### config.mk
export PLATFORM = sky130hd
export DESIGN_NAME = mem_pipe_top
export DESIGN_NICKNAME = d
export VERILOG_FILES = /design/src/verilog/pipe_pkg.sv /design/src/verilog/isa_pkg.sv /design/src/verilog/ex_mem_if.sv /design/src/verilog/mem_wb_if.sv /design/src/verilog/ex_stage.sv /design/src/verilog/mem_stage.sv /design/src/verilog/wb_stage.sv /design/src/verilog/mem_pipe_top.sv
export SDC_FILE = /design/constraint.sdc
export NUM_CORES = 1
export LEC_CHECK = 0
export BUFFER_PORTS_ARGS = -buffer_cell sky130_fd_sc_hd__buf_2
export CORE_ASPECT_RATIO = 0.7
export CORE_MARGIN = 10
export CORE_UTILIZATION = 54
export CTS_CLUSTER_DIAMETER = 100
export DETAILED_ROUTE_END_ITERATION = 12
export PLACE_DENSITY = 0.81
export SLEW_MARGIN = 10
export SYNTH_ARGS = -nofsm -noshare
export SYNTH_HDL_FRONTEND = slang
export SYNTH_SLANG_ARGS = --single-unit
### constraint.sdc
create_clock -name clk -period 15.9 [get_ports clk]
set_input_delay 0.795 -clock clk [delete_from_list [all_inputs] [get_ports clk]]
set_output_delay 0.795 -clock clk [all_outputs]
set_load 0.1 [all_outputs]
### src/verilog/pipe_pkg.sv
`default_nettype none

package pipe_pkg;

    // data or address word
    typedef logic [31:0] word_t;

    // general register index
    typedef logic [4:0] reg_idx_t;

    // csr number as encoded in the instruction
    typedef logic [13:0] csr_num_t;

    // exception code as written to estat
    typedef logic [5:0] ecode_t;

endpackage

`default_nettype wire

### src/verilog/isa_pkg.sv
`default_nettype none

package isa_pkg;

    // memory / csr operation codes from decode
    typedef logic [3:0] mem_op_t;

    localparam mem_op_t op_none  = 4'd0;
    localparam mem_op_t op_ld_b  = 4'd1;
    localparam mem_op_t op_ld_h  = 4'd2;
    localparam mem_op_t op_ld_w  = 4'd3;
    localparam mem_op_t op_ld_bu = 4'd4;
    localparam mem_op_t op_ld_hu = 4'd5;
    localparam mem_op_t op_st_b  = 4'd6;
    localparam mem_op_t op_st_h  = 4'd7;
    localparam mem_op_t op_st_w  = 4'd8;
    localparam mem_op_t op_csrwr = 4'd9;

    // csrs whose write changes translation or privilege, so refetch
    localparam logic [13:0] csr_crmd = 14'h0;
    localparam logic [13:0] csr_asid = 14'h18;
    localparam logic [13:0] csr_dmw0 = 14'h180;
    localparam logic [13:0] csr_dmw1 = 14'h181;

    // exception codes
    localparam logic [5:0] ecode_none = 6'h0;
    localparam logic [5:0] ecode_ale  = 6'h9;   // address alignment error

    // fixed exception vector
    localparam logic [31:0] excep_entry = 32'h1c00_8000;

endpackage

`default_nettype wire

### src/verilog/ex_mem_if.sv
`timescale 1ns/1ps
`default_nettype none

interface ex_mem_if
    import pipe_pkg::*, isa_pkg::*;
();
    logic       valid;
    word_t      pc;
    mem_op_t    op;
    reg_idx_t   rd;
    logic [1:0] addr_lo;      // low address bits for lane select
    word_t      alu_result;   // address, or csr write data
    csr_num_t   csr_num;
    logic       excep;
    ecode_t     ecode;
    word_t      badv;
    logic       requested;    // sram request went out with this item
    logic       allowin;
    logic       cancel;       // excep/refetch sitting in mem

    modport ex (
        output valid, pc, op, rd, addr_lo, alu_result, csr_num,
        output excep, ecode, badv, requested,
        input  allowin, cancel
    );

    modport mem (
        input  valid, pc, op, rd, addr_lo, alu_result, csr_num,
        input  excep, ecode, badv, requested,
        output allowin, cancel
    );

endinterface

`default_nettype wire

### src/verilog/mem_wb_if.sv
`timescale 1ns/1ps
`default_nettype none

interface mem_wb_if
    import pipe_pkg::*;
();
    logic     valid;
    word_t    pc;
    logic     rf_we;
    reg_idx_t rd;
    word_t    rf_wdata;
    logic     csr_we;
    csr_num_t csr_num;
    word_t    csr_wdata;
    logic     excep;
    ecode_t   ecode;
    word_t    badv;
    logic     refetch;   // csr write needs the pipe restarted
    logic     allowin;

    modport mem (
        output valid, pc, rf_we, rd, rf_wdata, csr_we, csr_num, csr_wdata,
        output excep, ecode, badv, refetch,
        input  allowin
    );

    modport wb (
        input  valid, pc, rf_we, rd, rf_wdata, csr_we, csr_num, csr_wdata,
        input  excep, ecode, badv, refetch,
        output allowin
    );

endinterface

`default_nettype wire

### src/verilog/ex_stage.sv
`timescale 1ns/1ps
`default_nettype none

module ex_stage
    import pipe_pkg::*, isa_pkg::*;
(
    input  logic       clk,
    input  logic       resetn,
    input  logic       flush,
    input  logic       in_valid,
    output logic       in_allowin,
    input  word_t      in_pc,
    input  mem_op_t    in_op,
    input  reg_idx_t   in_rd,
    input  word_t      in_base,
    input  word_t      in_offset,
    input  word_t      in_rkd,
    output logic       data_sram_req,
    output logic       data_sram_wr,
    output logic [3:0] data_sram_wstrb,
    output word_t      data_sram_addr,
    output word_t      data_sram_wdata,
    ex_mem_if.ex       ex_mem
);

    logic     ex_valid;
    word_t    ex_pc;
    mem_op_t  ex_op;
    reg_idx_t ex_rd;
    word_t    ex_base;
    word_t    ex_offset;
    word_t    ex_rkd;
    logic     ex_ready_go;
    word_t    ex_addr;
    logic     is_load;
    logic     is_store;
    logic     is_half;
    logic     is_word;
    logic     ale;

    // hold while an older excep/refetch is in mem; flush removes us next
    assign ex_ready_go = ~ex_mem.cancel;
    // no item taken in the flush cycle as it would be dropped anyway
    assign in_allowin  = (~ex_valid | ex_ready_go & ex_mem.allowin) & ~flush;

    always_ff @(posedge clk) begin
        if (!resetn) begin
            ex_valid <= 1'b0;
        end else if (flush) begin
            ex_valid <= 1'b0;
        end else if (in_allowin) begin
            ex_valid <= in_valid;
        end
    end

    always_ff @(posedge clk) begin
        if (in_valid && in_allowin) begin
            ex_pc     <= in_pc;
            ex_op     <= in_op;
            ex_rd     <= in_rd;
            ex_base   <= in_base;
            ex_offset <= in_offset;
            ex_rkd    <= in_rkd;
        end
    end

    assign ex_addr  = ex_base + ex_offset;
    assign is_load  = (ex_op == op_ld_b) || (ex_op == op_ld_h) || (ex_op == op_ld_w)
                    || (ex_op == op_ld_bu) || (ex_op == op_ld_hu);
    assign is_store = (ex_op == op_st_b) || (ex_op == op_st_h) || (ex_op == op_st_w);
    assign is_half  = (ex_op == op_ld_h) || (ex_op == op_ld_hu) || (ex_op == op_st_h);
    assign is_word  = (ex_op == op_ld_w) || (ex_op == op_st_w);
    assign ale      = is_half & ex_addr[0] | is_word & (|ex_addr[1:0]);

    // goes out the same cycle the item moves into mem
    assign data_sram_req  = ex_valid & (is_load | is_store) & ~ale & ~ex_mem.cancel
                          & ~flush & ex_mem.allowin;
    assign data_sram_wr   = is_store;
    assign data_sram_addr = ex_addr;

    always_comb begin
        case (ex_op)
            op_st_b: begin
                data_sram_wdata = {4{ex_rkd[7:0]}};
                data_sram_wstrb = 4'b0001 << ex_addr[1:0];
            end
            op_st_h: begin
                data_sram_wdata = {2{ex_rkd[15:0]}};
                data_sram_wstrb = ex_addr[1] ? 4'b1100 : 4'b0011;
            end
            op_st_w: begin
                data_sram_wdata = ex_rkd;
                data_sram_wstrb = 4'b1111;
            end
            default: begin
                data_sram_wdata = ex_rkd;
                data_sram_wstrb = 4'b0000;   // loads touch no bytes
            end
        endcase
    end

    assign ex_mem.valid      = ex_valid & ex_ready_go & ~flush;
    assign ex_mem.pc         = ex_pc;
    assign ex_mem.op         = ex_op;
    assign ex_mem.rd         = ex_rd;
    assign ex_mem.addr_lo    = ex_addr[1:0];
    assign ex_mem.alu_result = (ex_op == op_csrwr) ? ex_rkd : ex_addr;
    assign ex_mem.csr_num    = ex_offset[13:0];   // csr field rides in the offset
    assign ex_mem.excep      = ale;
    assign ex_mem.ecode      = ale ? ecode_ale : ecode_none;
    assign ex_mem.badv       = ex_addr;
    assign ex_mem.requested  = data_sram_req;

    // the op held behind a cancel is flushed before it can reach memory
    a_flush_follows_cancel: assert property (
        @(posedge clk) disable iff (!resetn) ex_mem.cancel |=> flush
    );

endmodule

`default_nettype wire

### src/verilog/mem_stage.sv
`timescale 1ns/1ps
`default_nettype none

module mem_stage
    import pipe_pkg::*, isa_pkg::*;
(
    input  logic  clk,
    input  logic  resetn,
    input  logic  flush,
    input  logic  data_sram_data_ok,
    input  word_t data_sram_rdata,
    ex_mem_if.mem ex_mem,
    mem_wb_if.mem mem_wb
);

    typedef enum logic [0:0] {
        idle,
        wait_data
    } mem_wait_e;

    mem_wait_e  state;
    logic       mem_valid;
    word_t      mem_pc;
    mem_op_t    mem_op;
    reg_idx_t   mem_rd;
    logic [1:0] mem_addr_lo;
    word_t      mem_alu_result;
    csr_num_t   mem_csr_num;
    logic       mem_excep;
    ecode_t     mem_ecode;
    word_t      mem_badv;
    logic       mem_ready_go;
    logic       mem_accept;
    logic       is_load;
    logic       is_byte;
    logic       is_half;
    logic       is_unsigned;
    logic       csr_we;
    logic       refetch;
    logic [7:0] byte_lane;
    logic [15:0] half_lane;
    word_t      load_result;

    // no request means nothing to wait for
    assign mem_ready_go   = (state == idle) | data_sram_data_ok;
    assign ex_mem.allowin = ~mem_valid | mem_ready_go & mem_wb.allowin;
    assign mem_accept     = ex_mem.valid & ex_mem.allowin;

    always_ff @(posedge clk) begin
        if (!resetn) begin
            mem_valid <= 1'b0;
        end else if (flush) begin
            mem_valid <= 1'b0;
        end else if (ex_mem.allowin) begin
            mem_valid <= ex_mem.valid;
        end
    end

    always_ff @(posedge clk) begin
        if (mem_accept) begin
            mem_pc         <= ex_mem.pc;
            mem_op         <= ex_mem.op;
            mem_rd         <= ex_mem.rd;
            mem_addr_lo    <= ex_mem.addr_lo;
            mem_alu_result <= ex_mem.alu_result;
            mem_csr_num    <= ex_mem.csr_num;
            mem_excep      <= ex_mem.excep;
            mem_ecode      <= ex_mem.ecode;
            mem_badv       <= ex_mem.badv;
        end
    end

    // outstanding-response tracker
    always_ff @(posedge clk) begin
        if (!resetn) begin
            state <= idle;
        end else if (mem_accept) begin
            state <= ex_mem.requested ? wait_data : idle;   // old item left this edge
        end else if (data_sram_data_ok) begin
            state <= idle;
        end
    end

    assign is_byte     = (mem_op == op_ld_b) || (mem_op == op_ld_bu);
    assign is_half     = (mem_op == op_ld_h) || (mem_op == op_ld_hu);
    assign is_unsigned = (mem_op == op_ld_bu) || (mem_op == op_ld_hu);
    assign is_load     = is_byte | is_half | (mem_op == op_ld_w);
    assign csr_we      = (mem_op == op_csrwr);

    always_comb begin
        case (mem_addr_lo)
            2'd0:    byte_lane = data_sram_rdata[7:0];
            2'd1:    byte_lane = data_sram_rdata[15:8];
            2'd2:    byte_lane = data_sram_rdata[23:16];
            default: byte_lane = data_sram_rdata[31:24];
        endcase
    end

    assign half_lane = mem_addr_lo[1] ? data_sram_rdata[31:16] : data_sram_rdata[15:0];

    always_comb begin
        if (is_byte) begin
            load_result = {{24{~is_unsigned & byte_lane[7]}}, byte_lane};
        end else if (is_half) begin
            load_result = {{16{~is_unsigned & half_lane[15]}}, half_lane};
        end else begin
            load_result = data_sram_rdata;
        end
    end

    assign refetch = csr_we && (mem_csr_num == csr_crmd || mem_csr_num == csr_asid
                             || mem_csr_num == csr_dmw0 || mem_csr_num == csr_dmw1);

    assign ex_mem.cancel = mem_valid & (mem_excep | refetch);

    assign mem_wb.valid     = mem_valid & mem_ready_go & ~flush;
    assign mem_wb.pc        = mem_pc;
    assign mem_wb.rf_we     = is_load;
    assign mem_wb.rd        = mem_rd;
    assign mem_wb.rf_wdata  = is_load ? load_result : mem_alu_result;
    assign mem_wb.csr_we    = csr_we;
    assign mem_wb.csr_num   = mem_csr_num;
    assign mem_wb.csr_wdata = mem_alu_result;
    assign mem_wb.excep     = mem_excep;
    assign mem_wb.ecode     = mem_ecode;
    assign mem_wb.badv      = mem_badv;
    assign mem_wb.refetch   = refetch;

    // sram may only answer a request that ex actually issued
    a_data_ok_in_wait: assert property (
        @(posedge clk) disable iff (!resetn) data_sram_data_ok |-> state == wait_data
    );

endmodule

`default_nettype wire

### src/verilog/wb_stage.sv
`timescale 1ns/1ps
`default_nettype none

module wb_stage
    import pipe_pkg::*, isa_pkg::*;
(
    input  logic     clk,
    input  logic     resetn,
    mem_wb_if.wb     mem_wb,
    output logic     flush,
    output word_t    flush_pc,
    output logic     retire_valid,
    output word_t    retire_pc,
    output logic     retire_rf_we,
    output reg_idx_t retire_rd,
    output word_t    retire_rf_wdata,
    output logic     retire_csr_we,
    output csr_num_t retire_csr_num,
    output word_t    retire_csr_wdata,
    output logic     retire_excep,
    output ecode_t   retire_ecode,
    output word_t    retire_badv
);

    logic     wb_valid;
    word_t    wb_pc;
    logic     wb_rf_we;
    reg_idx_t wb_rd;
    word_t    wb_rf_wdata;
    logic     wb_csr_we;
    csr_num_t wb_csr_num;
    word_t    wb_csr_wdata;
    logic     wb_excep;
    ecode_t   wb_ecode;
    word_t    wb_badv;
    logic     wb_refetch;

    assign mem_wb.allowin = 1'b1;   // retire never stalls

    always_ff @(posedge clk) begin
        if (!resetn) begin
            wb_valid <= 1'b0;
        end else begin
            wb_valid <= mem_wb.valid;
        end
    end

    always_ff @(posedge clk) begin
        if (mem_wb.valid) begin
            wb_pc        <= mem_wb.pc;
            wb_rf_we     <= mem_wb.rf_we;
            wb_rd        <= mem_wb.rd;
            wb_rf_wdata  <= mem_wb.rf_wdata;
            wb_csr_we    <= mem_wb.csr_we;
            wb_csr_num   <= mem_wb.csr_num;
            wb_csr_wdata <= mem_wb.csr_wdata;
            wb_excep     <= mem_wb.excep;
            wb_ecode     <= mem_wb.ecode;
            wb_badv      <= mem_wb.badv;
            wb_refetch   <= mem_wb.refetch;
        end
    end

    // early enough to block the next sram request in ex
    assign flush    = wb_valid & (wb_excep | wb_refetch);
    assign flush_pc = wb_excep ? excep_entry : wb_pc + 32'd4;

    always_ff @(posedge clk) begin
        if (!resetn) begin
            retire_valid <= 1'b0;
        end else begin
            retire_valid <= wb_valid;
        end
    end

    always_ff @(posedge clk) begin
        retire_pc        <= wb_pc;
        retire_rf_we     <= wb_rf_we & ~wb_excep;    // excepting op commits nothing
        retire_rd        <= wb_rd;
        retire_rf_wdata  <= wb_rf_wdata;
        retire_csr_we    <= wb_csr_we & ~wb_excep;
        retire_csr_num   <= wb_csr_num;
        retire_csr_wdata <= wb_csr_wdata;
        retire_excep     <= wb_excep;
        retire_ecode     <= wb_ecode;
        retire_badv      <= wb_badv;
    end

endmodule

`default_nettype wire

### src/verilog/mem_pipe_top.sv
`timescale 1ns/1ps
`default_nettype none

module mem_pipe_top
    import pipe_pkg::*, isa_pkg::*;
(
    input  logic       clk,
    input  logic       resetn,
    input  logic       in_valid,
    output logic       in_allowin,
    input  word_t      in_pc,
    input  mem_op_t    in_op,
    input  reg_idx_t   in_rd,
    input  word_t      in_base,
    input  word_t      in_offset,
    input  word_t      in_rkd,
    output logic       data_sram_req,
    output logic       data_sram_wr,
    output logic [3:0] data_sram_wstrb,
    output word_t      data_sram_addr,
    output word_t      data_sram_wdata,
    input  logic       data_sram_data_ok,
    input  word_t      data_sram_rdata,
    output logic       flush,
    output word_t      flush_pc,
    output logic       retire_valid,
    output word_t      retire_pc,
    output logic       retire_rf_we,
    output reg_idx_t   retire_rd,
    output word_t      retire_rf_wdata,
    output logic       retire_csr_we,
    output csr_num_t   retire_csr_num,
    output word_t      retire_csr_wdata,
    output logic       retire_excep,
    output ecode_t     retire_ecode,
    output word_t      retire_badv
);

    ex_mem_if ex_mem_bus ();
    mem_wb_if mem_wb_bus ();

    ex_stage u_ex (
        .clk             (clk),
        .resetn          (resetn),
        .flush           (flush),
        .in_valid        (in_valid),
        .in_allowin      (in_allowin),
        .in_pc           (in_pc),
        .in_op           (in_op),
        .in_rd           (in_rd),
        .in_base         (in_base),
        .in_offset       (in_offset),
        .in_rkd          (in_rkd),
        .data_sram_req   (data_sram_req),
        .data_sram_wr    (data_sram_wr),
        .data_sram_wstrb (data_sram_wstrb),
        .data_sram_addr  (data_sram_addr),
        .data_sram_wdata (data_sram_wdata),
        .ex_mem          (ex_mem_bus)
    );

    mem_stage u_mem (
        .clk               (clk),
        .resetn            (resetn),
        .flush             (flush),
        .data_sram_data_ok (data_sram_data_ok),
        .data_sram_rdata   (data_sram_rdata),
        .ex_mem            (ex_mem_bus),
        .mem_wb            (mem_wb_bus)
    );

    wb_stage u_wb (
        .clk              (clk),
        .resetn           (resetn),
        .mem_wb           (mem_wb_bus),
        .flush            (flush),
        .flush_pc         (flush_pc),
        .retire_valid     (retire_valid),
        .retire_pc        (retire_pc),
        .retire_rf_we     (retire_rf_we),
        .retire_rd        (retire_rd),
        .retire_rf_wdata  (retire_rf_wdata),
        .retire_csr_we    (retire_csr_we),
        .retire_csr_num   (retire_csr_num),
        .retire_csr_wdata (retire_csr_wdata),
        .retire_excep     (retire_excep),
        .retire_ecode     (retire_ecode),
        .retire_badv      (retire_badv)
    );

endmodule

`default_nettype wire

==> summary.txt <==
Detailed routing
  • # DRC: 0
  • DRT Pass-1 Iters: 8
  • Via Count: 12414
  • Final WL: 54300 um
  • Initial DRC count: 1370
  • Drt wl/cell: 24.3 um
  • Vias/cell: 5.54
  • Post-route ant nets: 0

Synthesis
  • Synthesized flop and latch total: 563
  • Post-synth ARST share: 0%
  • Top_reg_cell synth: edfxtp_1
  • Avg Cell Area, Syn: 15.8 um^2
  • Synth warn: 0
  • Sequential fraction of the synthesis area: 76.6%
  • Synthesized area: 0.0201 mm^2
  • Mapped Cells: 1272
  • Distinct cells, synth: 69
  • Number of flops mapped to enable cells by yosys: 408

Run status
  • Status: finished clean

Critical path
  • Crit path launch type: register
  • Worst setup EP type: output port
  • R2R Setup Slk: 12.19 ns
  • Critical Path AT: 3.68 ns
  • Reg-to-Reg Start: u_mem.mem_wb.csr_num[4]
  • Setup CP Type: register to output port
  • Reg2Reg Depth: 8
  • CP Data Required Time: 15.11 ns
  • Critical R2R Capture: u_ex.ex_rkd[22]
  • Crit path max fanout: 4

Finish
  • Fin area: 0.0243 mm^2
  • Layout area overhead: 21.4%
  • NumNets Final: 1919
  • Layout cells sized above 1: 33.7%

Clocking
  • H-Tree Level Count: 2
  • Clk sink count: 563
  • Num CTS Buffers: 51
  • Clock Latency Late Sink: 0.58 ns
  • Post-CTS Hold Buffers: 0
  • Post_cts resized: 0
  • Post-CTS setup buffer count: 0
  • CTS clock-pin slew for the worst setup and hold paths: 0.07 ns
  • Root Buffer: clkbuf_16
  • TritonCTS clock tree: done
  • Clock Tree Buf Depth: 3

GRT
  • Vias in the first global route: 12785
  • Largest net degree at the start of global routing: 80
  • Total GRT Usage: 23.1%
  • Grt total ovfl: 0
  • Antenna violations before repair: 3
  • First-pass GRT wire length: 80000 um

Timing
  • Tmin final: 4.48 ns
  • Post-Route Setup TNS: 0 ns
  • Actual slew at the worst max-slew pin: 1.12 ns
  • Clock skew: 0.0353 ns
  • Max Fclk: 223 MHz
  • Slew Limit Fails: 0
  • Final Hold Viols: 0
  • Final Cycle Share: 28.2%
  • Final Setup Violations: 0
  • Slew headroom: 25.0%
  • Unrepaired setup endpoints after global routing: no

Worst hold path
  • Worst Hold Class: register to register
  • Worst hold path depth: 0
  • Hold EP: u_wb.retire_badv[24]
  • Min-delay src: u_wb.wb_badv[24]

Floorplan
  • Die area: 0.0454 mm^2
  • Height of the die: 181 um
  • # IOs: 434
  • Starting Density: 55.3%
  • Core ar.: 0.0363 mm^2
  • # rows: 58
  • Die Width: 250 um

Power and ir drop
  • Worst VDD drop: 0.103 mV
  • Power Density: 147 mW/mm^2
  • Pleak: 9.58 nW

Place
  • Placed inst area: 0.0226 mm^2
  • Port Buf Inserts: 429
  • Placer Congestion: 0.929
  • DP Wirelength: 40500 um

Job
  • Max-cap violation count: 0
[per-layer routing]
metal / track usage [%] / share of wire [%] / vias up / routed length, um
li1: - / - / 5605 / -
met1: 30.5 / 40 / 6085 / 22000
met2: 37.8 / 48 / 632 / 26000
met3: 5.59 / 9.1 / 92 / 4930
met4: 6.15 / 2.5 / 0 / 1370
met5: 0 / 0 / - / 0
[worst max-delay path: stages, from the launching register on]
cell and delay (ns):
edfxtp_1 0.35, ha_1 0.19, inv_1 0.06, fa_1 0.40, nor2b_1 0.19, o2111ai_2 0.18, a21oi_1 0.23, o21bai_1 0.14
o31ai_1 0.34, xor2_1 0.48, buf_2 0.53
[cells in the final DEF, fill, tap and decap left out, types with 6 or more instances in the layout]
cell / synthesis / layout
buf_2: 8 / 429
clkinv_1: 1 / 7
nand3_1: 11 / 10
xor2_1: 35 / 35
nor2b_1: 8 / 8
o21bai_1: 6 / 6
nor3_1: 11 / 9
inv_1: 15 / 15
nor2_1: 68 / 68
and3_1: 8 / 7
a31oi_1: 6 / 6
o21ai_0: 37 / 37
ha_1: 32 / 32
a21oi_1: 81 / 81
xnor2_1: 23 / 23
o22a_1: 25 / 25
nand4_1: 15 / 15
clkbuf_16: 0 / 53
clkinv_2: 0 / 14
o31ai_1: 7 / 7
mux4_2: 8 / 8
or3_1: 6 / 6
mux2_2: 40 / 40
o21a_1: 6 / 6
a21o_1: 11 / 11
nand2b_1: 9 / 9
buf_4: 15 / 10
mux2i_1: 12 / 12
dfxtp_1: 155 / 155
nand2_1: 107 / 107
edfxtp_1: 408 / 408
[worst max-delay path by stage]
| stage | start | endpoint | cells past startpoint |
|---|---|---|---|
| 2_1_floorplan | u_wb.wb_ecode[0] | u_wb.wb_badv[0] | 4 |
| 3_3_place_gp | u_ex.ex_offset[1] | data_sram_addr[21] | 8 |
| 3_5_place_dp | u_ex.ex_offset[1] | data_sram_addr[21] | 8 |
| 4_1_cts | u_ex.ex_offset[1] | data_sram_addr[21] | 8 |
| 5_1_grt | u_ex.ex_offset[1] | data_sram_addr[25] | 8 |
| 6_report | u_ex.ex_offset[0] | data_sram_addr[20] | 10 |
[stage by stage]
step / utilization (%) / hold WS [ns] / std cells / setup WS (ns) / power, W
2_1_floorplan: - / 0.323 / 1275 / 3.46 / 0.00220
3_3_place_gp: 62.3 / 0.323 / 2140 / 12.10 / 0.00234
3_5_place_dp: 62.3 / 0.327 / 2140 / 12.04 / 0.00235
4_1_cts: 67.1 / 0.323 / 2236 / 11.39 / 0.00359
5_1_grt: 67.1 / 0.335 / 2239 / 11.08 / 0.00368
6_report: 67.1 / 0.314 / 2240 / 11.42 / 0.00357
[logic make-up after synthesis]
| group | after synthesis | share of synthesized area (%) |
|---|---|---|
| and+or+nand+nor | 279 | 6.55 |
| AOI/OAI and AO/OA | 207 | 6.61 |
| DFF | 563 | 76.6 |
| buffers and inverters | 70 | 1.80 |
| muxes | 60 | 3.74 |
| other | 1 | 0.0187 |
| adders and majority gates | 33 | 2.10 |
| xor gates and xnor gates | 59 | 2.61 |
[synthesized netlist by cell type (all sizes together) (12+ instances only)]
cell type / count / area [um^2]
a21oi: 82 / 414
buf: 28 / 201
clkbuf: 26 / 98.8
dfxtp: 155 / 3100
edfxtp: 408 / 12300
ha: 32 / 400
inv: 15 / 56.3
mux2: 40 / 450
mux2i: 12 / 120
nand2: 107 / 402
nand4: 15 / 93.8
nor2: 69 / 262
nor3: 12 / 65.1
o21ai: 40 / 200
o22a: 25 / 219
xnor2: 24 / 218
xor2: 35 / 307
[area by class of cell]
type	count	area, um^2
clock buffer	60	1380
tap	480	601
multi-input combinational	642	4370
clock inverter	36	339
inverter	16	60.1
fill	2496	11900
sequential	563	15400
timing repair buffer	439	2220
antenna	4	10.0
[where the power goes]
part	internal, W	switching (W)
clock	0.000709	0.000535
combinational	0.000116	0.000501
sequential	0.00167	0.0000386
total	0.00249	0.00107
No activity file was read; power rests on OpenSTA's default activity.
